==> src/hs_pkg.sv <==
// High-score store shared definitions
// Default table geometry and the state and owner encodings used by the
// peers and the arbiter
package hs_pkg;

	// ========================================
	// Default geometry
	// ========================================

	// 64 entries of one byte each
	localparam int HS_ADDR_W_DEF = 6;
	localparam int HS_DATA_W_DEF = 8;

	// ========================================
	// Encodings
	// ========================================

	// Requesting side of a four-phase channel
	// REQ waits for ack to rise, RELEASE waits for ack to fall
	typedef enum logic [1:0] {
		IDLE,
		REQ,
		RELEASE
	} port_state_t;

	// Which peer the arbiter is serving, or favours on the next tie
	typedef enum logic {
		OWNER_HOST,
		OWNER_CPU
	} owner_t;

endpackage
==> src/hs_top.sv <==
// High-score store top level
// Host loader and CPU port share one table RAM through the arbiter
module hs_top #(
	parameter int ADDR_W = hs_pkg::HS_ADDR_W_DEF,
	parameter int DATA_W = hs_pkg::HS_DATA_W_DEF
) (
	input  logic              clk_12,
	input  logic              reset_i,
	// Host loader
	input  logic              ioctl_wr_i,
	input  logic              ioctl_upload_i,
	input  logic [ADDR_W-1:0] ioctl_addr_i,
	input  logic [DATA_W-1:0] ioctl_dout_i,
	output logic [DATA_W-1:0] ioctl_din_o,
	output logic              host_busy_o,
	// Game CPU
	input  logic              cpu_cs_i,
	input  logic              cpu_we_i,
	input  logic [ADDR_W-1:0] cpu_addr_i,
	input  logic [DATA_W-1:0] cpu_wdata_i,
	output logic [DATA_W-1:0] cpu_rdata_o,
	output logic              cpu_ready_o
);

	// ========================================
	// Channels
	// ========================================

	logic              host_req;
	logic              host_we;
	logic [ADDR_W-1:0] host_addr;
	logic [DATA_W-1:0] host_wdata;
	logic [DATA_W-1:0] host_rdata;
	logic              host_ack;

	logic              cpu_req;
	logic              cpu_we;
	logic [ADDR_W-1:0] cpu_addr;
	logic [DATA_W-1:0] cpu_wdata;
	logic [DATA_W-1:0] cpu_rdata;
	logic              cpu_ack;

	logic              ram_en;
	logic              ram_we;
	logic [ADDR_W-1:0] ram_addr;
	logic [DATA_W-1:0] ram_wdata;
	logic [DATA_W-1:0] ram_rdata;

	host_xfer #(.ADDR_W(ADDR_W), .DATA_W(DATA_W)) u_host (
		.clk_12         (clk_12),
		.reset_i        (reset_i),
		.ioctl_wr_i     (ioctl_wr_i),
		.ioctl_upload_i (ioctl_upload_i),
		.ioctl_addr_i   (ioctl_addr_i),
		.ioctl_dout_i   (ioctl_dout_i),
		.ioctl_din_o    (ioctl_din_o),
		.busy_o         (host_busy_o),
		.host_req_o     (host_req),
		.host_we_o      (host_we),
		.host_addr_o    (host_addr),
		.host_wdata_o   (host_wdata),
		.host_ack_i     (host_ack),
		.host_rdata_i   (host_rdata)
	);

	cpu_port #(.ADDR_W(ADDR_W), .DATA_W(DATA_W)) u_cpu (
		.clk_12      (clk_12),
		.reset_i     (reset_i),
		.cpu_cs_i    (cpu_cs_i),
		.cpu_we_i    (cpu_we_i),
		.cpu_addr_i  (cpu_addr_i),
		.cpu_wdata_i (cpu_wdata_i),
		.cpu_rdata_o (cpu_rdata_o),
		.cpu_ready_o (cpu_ready_o),
		.req_o       (cpu_req),
		.we_o        (cpu_we),
		.addr_o      (cpu_addr),
		.wdata_o     (cpu_wdata),
		.ack_i       (cpu_ack),
		.rdata_i     (cpu_rdata)
	);

	// ========================================
	// Arbiter and table
	// ========================================

	hs_arbiter #(.ADDR_W(ADDR_W), .DATA_W(DATA_W)) u_arb (
		.clk_12       (clk_12),
		.reset_i      (reset_i),
		.host_req_i   (host_req),
		.host_we_i    (host_we),
		.host_addr_i  (host_addr),
		.host_wdata_i (host_wdata),
		.host_ack_o   (host_ack),
		.host_rdata_o (host_rdata),
		.cpu_req_i    (cpu_req),
		.cpu_we_i     (cpu_we),
		.cpu_addr_i   (cpu_addr),
		.cpu_wdata_i  (cpu_wdata),
		.cpu_ack_o    (cpu_ack),
		.cpu_rdata_o  (cpu_rdata),
		.ram_en_o     (ram_en),
		.ram_we_o     (ram_we),
		.ram_addr_o   (ram_addr),
		.ram_wdata_o  (ram_wdata),
		.ram_rdata_i  (ram_rdata)
	);

	hs_ram #(.ADDR_W(ADDR_W), .DATA_W(DATA_W)) u_ram (
		.clk_12      (clk_12),
		.ram_en_i    (ram_en),
		.ram_we_i    (ram_we),
		.ram_addr_i  (ram_addr),
		.ram_wdata_i (ram_wdata),
		.ram_rdata_o (ram_rdata)
	);

endmodule

==> src/cpu_port.sv <==
// Game CPU access port
// Turns chip-select cycles into four-phase transactions and answers
// with a one-cycle ready pulse
module cpu_port #(
	parameter int ADDR_W = 6,
	parameter int DATA_W = 8
) (
	input  logic              clk_12,
	input  logic              reset_i,
	// CPU side
	input  logic              cpu_cs_i,
	input  logic              cpu_we_i,
	input  logic [ADDR_W-1:0] cpu_addr_i,
	input  logic [DATA_W-1:0] cpu_wdata_i,
	output logic [DATA_W-1:0] cpu_rdata_o,
	output logic              cpu_ready_o,
	// CPU channel
	output logic              req_o,
	output logic              we_o,
	output logic [ADDR_W-1:0] addr_o,
	output logic [DATA_W-1:0] wdata_o,
	input  logic              ack_i,
	input  logic [DATA_W-1:0] rdata_i
);

	hs_pkg::port_state_t state_q;
	logic                start;
	logic                ack_seen;

	// No transaction open once ack has fallen
	assign start = cpu_cs_i && ((state_q == hs_pkg::IDLE) ||
		((state_q == hs_pkg::RELEASE) && !ack_i));

	assign ack_seen = (state_q == hs_pkg::REQ) && ack_i;
	assign req_o    = (state_q == hs_pkg::REQ);

	always_ff @(posedge clk_12) begin
		if (reset_i) begin
			state_q     <= hs_pkg::IDLE;
			cpu_ready_o <= 1'b0;
		end else begin
			cpu_ready_o <= ack_seen;
			if (start) begin
				state_q <= hs_pkg::REQ;
			end else if (ack_seen) begin
				state_q <= hs_pkg::RELEASE;
			end else if ((state_q == hs_pkg::RELEASE) && !ack_i) begin
				state_q <= hs_pkg::IDLE;
			end
		end
	end

	// Registered CPU cycle keeps the channel stable while the CPU waits
	always_ff @(posedge clk_12) begin
		if (start) begin
			we_o    <= cpu_we_i;
			addr_o  <= cpu_addr_i;
			wdata_o <= cpu_wdata_i;
		end
	end

	// Valid with the ready pulse, held afterwards
	always_ff @(posedge clk_12) begin
		if (ack_seen) begin
			cpu_rdata_o <= rdata_i;
		end
	end

endmodule

==> src/host_xfer.sv <==
// Host loader port
// Turns configuration byte strobes into four-phase transactions on the
// host channel and returns upload bytes on ioctl_din_o
module host_xfer #(
	parameter int ADDR_W = 6,
	parameter int DATA_W = 8
) (
	input  logic              clk_12,
	input  logic              reset_i,
	// Byte strobe side
	input  logic              ioctl_wr_i,
	input  logic              ioctl_upload_i,
	input  logic [ADDR_W-1:0] ioctl_addr_i,
	input  logic [DATA_W-1:0] ioctl_dout_i,
	output logic [DATA_W-1:0] ioctl_din_o,
	output logic              busy_o,
	// Host channel
	output logic              host_req_o,
	output logic              host_we_o,
	output logic [ADDR_W-1:0] host_addr_o,
	output logic [DATA_W-1:0] host_wdata_o,
	input  logic              host_ack_i,
	input  logic [DATA_W-1:0] host_rdata_i
);

	hs_pkg::port_state_t state_q;
	logic                accept;

	// ========================================
	// Handshake status
	// ========================================

	// Busy drops in the cycle the arbiter lets go of ack
	assign busy_o = (state_q == hs_pkg::REQ) ||
		((state_q == hs_pkg::RELEASE) && host_ack_i);

	// A strobe while busy is dropped
	assign accept = ioctl_wr_i && !busy_o;

	assign host_req_o = (state_q == hs_pkg::REQ);

	always_ff @(posedge clk_12) begin
		if (reset_i) begin
			state_q <= hs_pkg::IDLE;
		end else begin
			case (state_q)
				hs_pkg::IDLE: begin
					if (accept) begin
						state_q <= hs_pkg::REQ;
					end
				end
				hs_pkg::REQ: begin
					if (host_ack_i) begin
						state_q <= hs_pkg::RELEASE;
					end
				end
				hs_pkg::RELEASE: begin
					// Ack is down, so a new strobe can go straight out
					if (!host_ack_i) begin
						state_q <= accept ? hs_pkg::REQ : hs_pkg::IDLE;
					end
				end
				default: begin
					state_q <= hs_pkg::IDLE;
				end
			endcase
		end
	end

	// ========================================
	// Payload
	// ========================================

	// Strobed address and byte stay stable for the whole transaction
	always_ff @(posedge clk_12) begin
		if (accept) begin
			host_we_o    <= !ioctl_upload_i;
			host_addr_o  <= ioctl_addr_i;
			host_wdata_o <= ioctl_dout_i;
		end
	end

	// Upload byte is kept until the next read completes
	always_ff @(posedge clk_12) begin
		if ((state_q == hs_pkg::REQ) && host_ack_i && !host_we_o) begin
			ioctl_din_o <= host_rdata_i;
		end
	end

endmodule

==> src/hs_arbiter.sv <==
// Round-robin arbiter between the host loader and the CPU port
// Serves one four-phase transaction at a time onto the table RAM
module hs_arbiter #(
	parameter int ADDR_W = 6,
	parameter int DATA_W = 8
) (
	input  logic              clk_12,
	input  logic              reset_i,
	// Host channel
	input  logic              host_req_i,
	input  logic              host_we_i,
	input  logic [ADDR_W-1:0] host_addr_i,
	input  logic [DATA_W-1:0] host_wdata_i,
	output logic              host_ack_o,
	output logic [DATA_W-1:0] host_rdata_o,
	// CPU channel
	input  logic              cpu_req_i,
	input  logic              cpu_we_i,
	input  logic [ADDR_W-1:0] cpu_addr_i,
	input  logic [DATA_W-1:0] cpu_wdata_i,
	output logic              cpu_ack_o,
	output logic [DATA_W-1:0] cpu_rdata_o,
	// RAM side
	output logic              ram_en_o,
	output logic              ram_we_o,
	output logic [ADDR_W-1:0] ram_addr_o,
	output logic [DATA_W-1:0] ram_wdata_o,
	input  logic [DATA_W-1:0] ram_rdata_i
);

	// IDLE grants and strobes the RAM, ACCESS catches the read data,
	// HOLD keeps ack up until the owner drops its request
	typedef enum logic [1:0] {
		IDLE,
		ACCESS,
		HOLD
	} arb_state_t;

	arb_state_t     state_q;
	hs_pkg::owner_t owner_q;
	hs_pkg::owner_t favour_q;
	hs_pkg::owner_t grant_sel;
	logic           any_req;
	logic           owner_req;

	assign any_req   = host_req_i | cpu_req_i;
	assign owner_req = (owner_q == hs_pkg::OWNER_CPU) ? cpu_req_i : host_req_i;

	// On a tie the favour register decides
	always_comb begin
		if (host_req_i && cpu_req_i) begin
			grant_sel = favour_q;
		end else if (cpu_req_i) begin
			grant_sel = hs_pkg::OWNER_CPU;
		end else begin
			grant_sel = hs_pkg::OWNER_HOST;
		end
	end

	// ========================================
	// RAM strobe, same cycle as the grant
	// ========================================

	assign ram_en_o    = (state_q == IDLE) && any_req;
	assign ram_we_o    = (grant_sel == hs_pkg::OWNER_CPU) ? cpu_we_i    : host_we_i;
	assign ram_addr_o  = (grant_sel == hs_pkg::OWNER_CPU) ? cpu_addr_i  : host_addr_i;
	assign ram_wdata_o = (grant_sel == hs_pkg::OWNER_CPU) ? cpu_wdata_i : host_wdata_i;

	// ========================================
	// Grant FSM and ack half of the handshake
	// ========================================

	always_ff @(posedge clk_12) begin
		if (reset_i) begin
			state_q    <= IDLE;
			owner_q    <= hs_pkg::OWNER_HOST;
			favour_q   <= hs_pkg::OWNER_HOST;
			host_ack_o <= 1'b0;
			cpu_ack_o  <= 1'b0;
		end else begin
			case (state_q)
				IDLE: begin
					if (any_req) begin
						owner_q <= grant_sel;
						// Favour passes to the peer that was not served
						if (grant_sel == hs_pkg::OWNER_HOST) begin
							favour_q <= hs_pkg::OWNER_CPU;
						end else begin
							favour_q <= hs_pkg::OWNER_HOST;
						end
						state_q <= ACCESS;
					end
				end
				ACCESS: begin
					host_ack_o <= (owner_q == hs_pkg::OWNER_HOST);
					cpu_ack_o  <= (owner_q == hs_pkg::OWNER_CPU);
					state_q    <= HOLD;
				end
				HOLD: begin
					if (!owner_req) begin
						host_ack_o <= 1'b0;
						cpu_ack_o  <= 1'b0;
						state_q    <= IDLE;
					end
				end
				default: begin
					state_q <= IDLE;
				end
			endcase
		end
	end

	// RAM output is valid during ACCESS and goes only to the owner
	always_ff @(posedge clk_12) begin
		if (state_q == ACCESS) begin
			if (owner_q == hs_pkg::OWNER_CPU) begin
				cpu_rdata_o <= ram_rdata_i;
			end else begin
				host_rdata_o <= ram_rdata_i;
			end
		end
	end

endmodule

==> src/hs_ram.sv <==
// High-score table RAM
// Single port, one access per enabled cycle, read data registered
module hs_ram #(
	parameter int ADDR_W = 6,
	parameter int DATA_W = 8
) (
	input  logic              clk_12,
	input  logic              ram_en_i,
	input  logic              ram_we_i,
	input  logic [ADDR_W-1:0] ram_addr_i,
	input  logic [DATA_W-1:0] ram_wdata_i,
	output logic [DATA_W-1:0] ram_rdata_o
);

	localparam int DEPTH = 1 << ADDR_W;

	logic [DATA_W-1:0] mem [0:DEPTH-1];

	// A write returns the new byte, so the owner sees what was stored
	always_ff @(posedge clk_12) begin
		if (ram_en_i) begin
			if (ram_we_i) begin
				mem[ram_addr_i] <= ram_wdata_i;
				ram_rdata_o     <= ram_wdata_i;
			end else begin
				ram_rdata_o <= mem[ram_addr_i];
			end
		end
	end

endmodule

==> config.mk <==
export PLATFORM = sky130hd
export DESIGN_NAME = hs_top
export DESIGN_NICKNAME = d
export VERILOG_FILES = /design/src/hs_pkg.sv /design/src/hs_top.sv /design/src/cpu_port.sv /design/src/host_xfer.sv /design/src/hs_arbiter.sv /design/src/hs_ram.sv
export SDC_FILE = /design/constraint.sdc
export NUM_CORES = 1
export LEC_CHECK = 0
export BUFFER_PORTS_ARGS = -buffer_cell sky130_fd_sc_hd__buf_2
export CELL_PAD_IN_SITES_DETAIL_PLACEMENT = 2
export CELL_PAD_IN_SITES_GLOBAL_PLACEMENT = 2
export CORE_ASPECT_RATIO = 1.5
export CORE_MARGIN = 1
export CORE_UTILIZATION = 52
export CTS_CLUSTER_DIAMETER = 120
export DETAILED_ROUTE_END_ITERATION = 8
export PLACE_DENSITY = 0.89
export SYNTH_ARGS = -nofsm -noshare
export SYNTH_HDL_FRONTEND = slang
export SYNTH_HIERARCHICAL = 1
export SYNTH_SLANG_ARGS = --single-unit
export TNS_END_PERCENT = 10
==> constraint.sdc <==
create_clock -name clk_12 -period 6.3 [get_ports clk_12]
set_input_delay 0.945 -clock clk_12 [delete_from_list [all_inputs] [get_ports clk_12]]
set_output_delay 0.945 -clock clk_12 [all_outputs]
set_load 0.05 [all_outputs]
==> run summary <==
Outcome - finished clean
Die area - 45600 um2
#FFs+latches synth - 593
Vias in the first global route - 14.8k
Height of the die - 261 um
CTS tree - built
Hold slack final - 414 ps
Area grow syn2layout - 10.7%
Fmax - 182 MHz
Num ports - 52
YS warnings - 6
Cts hold-fix bufs - 0
Routed met1 length - 32.0 mm
Setup TNS - 0 ps
Largest net degree at the start of global routing - 80
Clock Skew - 23.2 ps
Seq. cell area - 17700 um2
Fill cell count - 3581
Netlist Area Pre-Place - 23200 um2
Wire length per cell - 46.6 um
Antenna violations before repair - 3
HPWL after DPL - 53.2 mm
Final #Nets - 1366
Slew Limit Fails - 0
Reg-to-Reg Start - u_host/state_q[0]$_SDFFE_PP0P_
Routed vias/inst - 7.45
CORE AREA - 44000 um2
RePlAce Congestion - 0.867
Top FF cell, synth - edfxtp_1
Worst VDD drop - 301 uV
CTS resizes - 0
P_leak - 8.28 nW
CTS HTree Levels - 2
Antenna violation net count after detailed routing - 0
Worst Hold Class - reg -> reg
Worst Hold End - u_host/ioctl_din_o[7]$_DFFE_PP_
# setup viols final - 0
Slew @ Worst Pin - 1340 ps
Crit end category - flop
DRC - 0
Num CTS Buffers - 55
CTS Buffer Depth - 3
Vias - 14.5k
Cell Pwr Density - 355 nW/um2
RSZ-0062 raised after global routing - no
Crit-path slowest cell - nor2_1
Met2 wire len - 42.0 mm
WP buf/inv - 1
Initial core utilization - 52.8%
Netlist cell types - 76
Syn nets - 1306
Ordered list of cells on the worst path - nor2b_4, inv_2, o21ai_4, mux2_8, and2_1, nand2_1, nor2_1
Total GRT Usage - 40.6%
Gr ovfl total - 0
Area share of the largest cell type after synthesis - 75.2%
Critical path's top delay family - simple AND/OR/NAND/NOR gates
WL met3 - 9.35 mm
CTS clock-pin slew for the worst setup and hold paths - 90 ps
WL final - 91.0 mm
Root Buffer - clkbuf_16
Final Cycle Share - 87.2%
EDFF count, synth - 582
Sequential share of the synthesized area - 76.1%
Crit path arrival time - 5740 ps
Final hold vios - 0
Syn_area_per_cell - 18.3 um2
DIE WIDTH - 175 um
Number of DRC markers in iteration 0 - 2435
Cell depth of the worst hold path - 0
Leading area contributor after synthesis - edfxtp_1
Worst R2R Setup Slack - 800 ps
Reg2Reg Depth - 7
Top sig layer - met5
Dominant cells by area after synthesis - edfxtp_1 75%, mux4_2 4.3%, mux2_2 2.5%
Largest stage delay, worst path - 1130 ps
Reg-to-reg endpoint - u_ram/mem[35][3]$_DFFE_PP_
Input/output buffers - 51
Drt pass-1 iters - 5
# Max-Cap Violations - 0
WP data required - 6540 ps
Worst-path maximum fanout - 57
Layout cell share with drive strength beyond 1 - 20.6%
Max transition margin - 9.69%
Setup crit start kind - flop
Async set-reset flop share out of synthesis - 0%
Post-CTS Setup Inserts - 0
Critical path type - reg -> reg
First-pass GRT wire length - 125 mm
Clk sinks - 593
Clk_lat worst skew - 630 ps
Num rows - 94
Cell count after synthesis - 1268
Multi-input gate area - 5040 um2
Hold path startpoint - u_arb/host_rdata_o[7]$_DFFE_PP_
Tmin final - 5500 ps
-- worst register-to-register path: cells and delay by family, from the launching register on --
kind | cells | cell delay [ps]
DFF | 1 | 460
AOI/OAI and AO/OA | 1 | 680
buffers and inverters | 1 | 120
muxes | 1 | 700
and+or+nand+nor | 4 | 3170
-- how the worst max path moves through the flow --
stage | from | end | slack [ps] | cells past startpoint
after global routing | u_host/state_q[0]$_SDFFE_PP0P_ | u_ram/ram_rdata_o[2]$_DFFE_PP_ | 690 | 10
final | u_host/state_q[0]$_SDFFE_PP0P_ | u_ram/mem[35][3]$_DFFE_PP_ | 800 | 7
after global placement | u_host/state_q[0]$_SDFFE_PP0P_ | u_ram/ram_rdata_o[7]$_DFFE_PP_ | 1370 | 12
after detailed placement | u_host/state_q[0]$_SDFFE_PP0P_ | u_ram/ram_rdata_o[7]$_DFFE_PP_ | 750 | 12
after CTS | u_host/state_q[0]$_SDFFE_PP0P_ | u_ram/ram_rdata_o[7]$_DFFE_PP_ | 650 | 12
after floorplan | u_cpu/state_q[0]$_SDFFE_PP0P_ | u_ram/mem[10][0]$_DFFE_PP_ | 3030 | 13
-- cells in the final DEF (no fill, tap or decap), types with 4 or more instances in the layout --
cell,netlist,routed
and2_1,5,5
nor2_1,85,85
a311oi_1,5,5
o22ai_1,19,19
nand4_1,4,4
mux4_2,44,44
clkbuf_8,0,6
clkbuf_16,0,57
o32a_1,4,4
mux2_1,5,5
a31oi_1,8,8
clkinv_2,0,10
mux2i_1,54,54
a22oi_1,45,45
o22a_1,5,5
o21ai_0,28,27
a21oi_1,34,34
mux2_4,12,13
edfxtp_1,582,582
a22o_1,11,11
nand2b_1,5,5
dfxtp_1,11,11
inv_1,8,8
buf_4,9,26
mux2_2,51,49
nand3_1,13,13
ha_1,4,4
nand2_1,35,35
clkinv_1,0,16
a221o_1,10,10
buf_2,30,51
nor2b_1,9,6
o211ai_1,4,4
a221oi_1,36,36
clkbuf_1,21,10
-- area by class of cell --
cell class	instances	area share, %
Clock inverter	29	0.778
Sequential cell	593	68.8
Clock buffer	73	6.01
Tap cell	576	2.80
Inverter	10	0.146
Antenna cell	2	0.0194
Multi-Input combinational cell	589	19.6
Timing Repair Buffer	79	1.91
-- registers in the layout (all words and copies together) (netlist names) --
signal	cells
u_arb/cpu_ack_o	1
u_arb/cpu_rdata_o	8
u_arb/favour_q	1
u_arb/host_ack_o	1
u_arb/host_rdata_o	8
u_arb/owner_q	1
u_arb/state_q	2
u_cpu/addr_o	6
u_cpu/cpu_rdata_o	8
u_cpu/cpu_ready_o	1
u_cpu/state_q	2
u_cpu/wdata_o	8
u_cpu/we_o	1
u_host/host_addr_o	6
u_host/host_wdata_o	8
u_host/host_we_o	1
u_host/ioctl_din_o	8
u_host/state_q	2
u_ram/mem	512
u_ram/ram_rdata_o	8
-- routing by layer --
layer / track usage, % / up-vias
met5: 0.625 / -
met1: 50.9 / 7535
li1: - / 5275
met3: 9.19 / 411
met4: 26.5 / 4
met2: 63.9 / 1307
-- metrics by stage --
stage	area, um2	power (W)	setup WS, ps	instances	util [%]
CTS	25700	0.00912	646	1948	58.5
global placement	24000	0.00558	1370	1846	54.5
floorplan	23200	0.00524	3030	1268	-
detailed placement	24000	0.00571	752	1846	54.5
global route	25700	0.00926	688	1951	58.5
finish	25700	0.00914	804	1951	58.5
-- where the power goes --
part	leakage (nW)	internal, W	switching [W]
Sequential	5.35	0.00450	0.0000615
Combinational	2.07	0.000311	0.000861
Clock	0.864	0.00184	0.00157
Total	8.28	0.00665	0.00249
-- cell usage after synthesis (5+ instances only) --
master,n
a21oi_1,34
o22a_1,5
nand2_1,35
o22ai_1,19
a221o_1,10
nor2b_1,9
buf_4,9
o21ai_0,28
a31oi_1,8
buf_6,10
and2_1,5
nand2b_1,5
a221oi_1,36
mux2_4,12
a22oi_1,45
nand3_1,13
dfxtp_1,11
a22o_1,11
mux2i_1,54
nor2_1,85
mux2_1,5
buf_2,30
clkbuf_1,21
edfxtp_1,582
mux2_2,51
inv_1,8
mux4_2,44
a311oi_1,5
-- cell families (layout without fill, tap and decap cells) --
logic type | Yosys count | count (layout) | share of synthesized area, %
fa+ha+maj | 4 | 4 | 0.215
buf+inv | 86 | 191 | 2.29
compound gates | 237 | 237 | 7.53
flops | 593 | 593 | 76.1
xor+xnor | 1 | 1 | 0.0377
other cells | 0 | 2 | 0
simple gates | 181 | 181 | 3.70
mux | 166 | 166 | 10.1
Power figures use the tool's default switching activity.
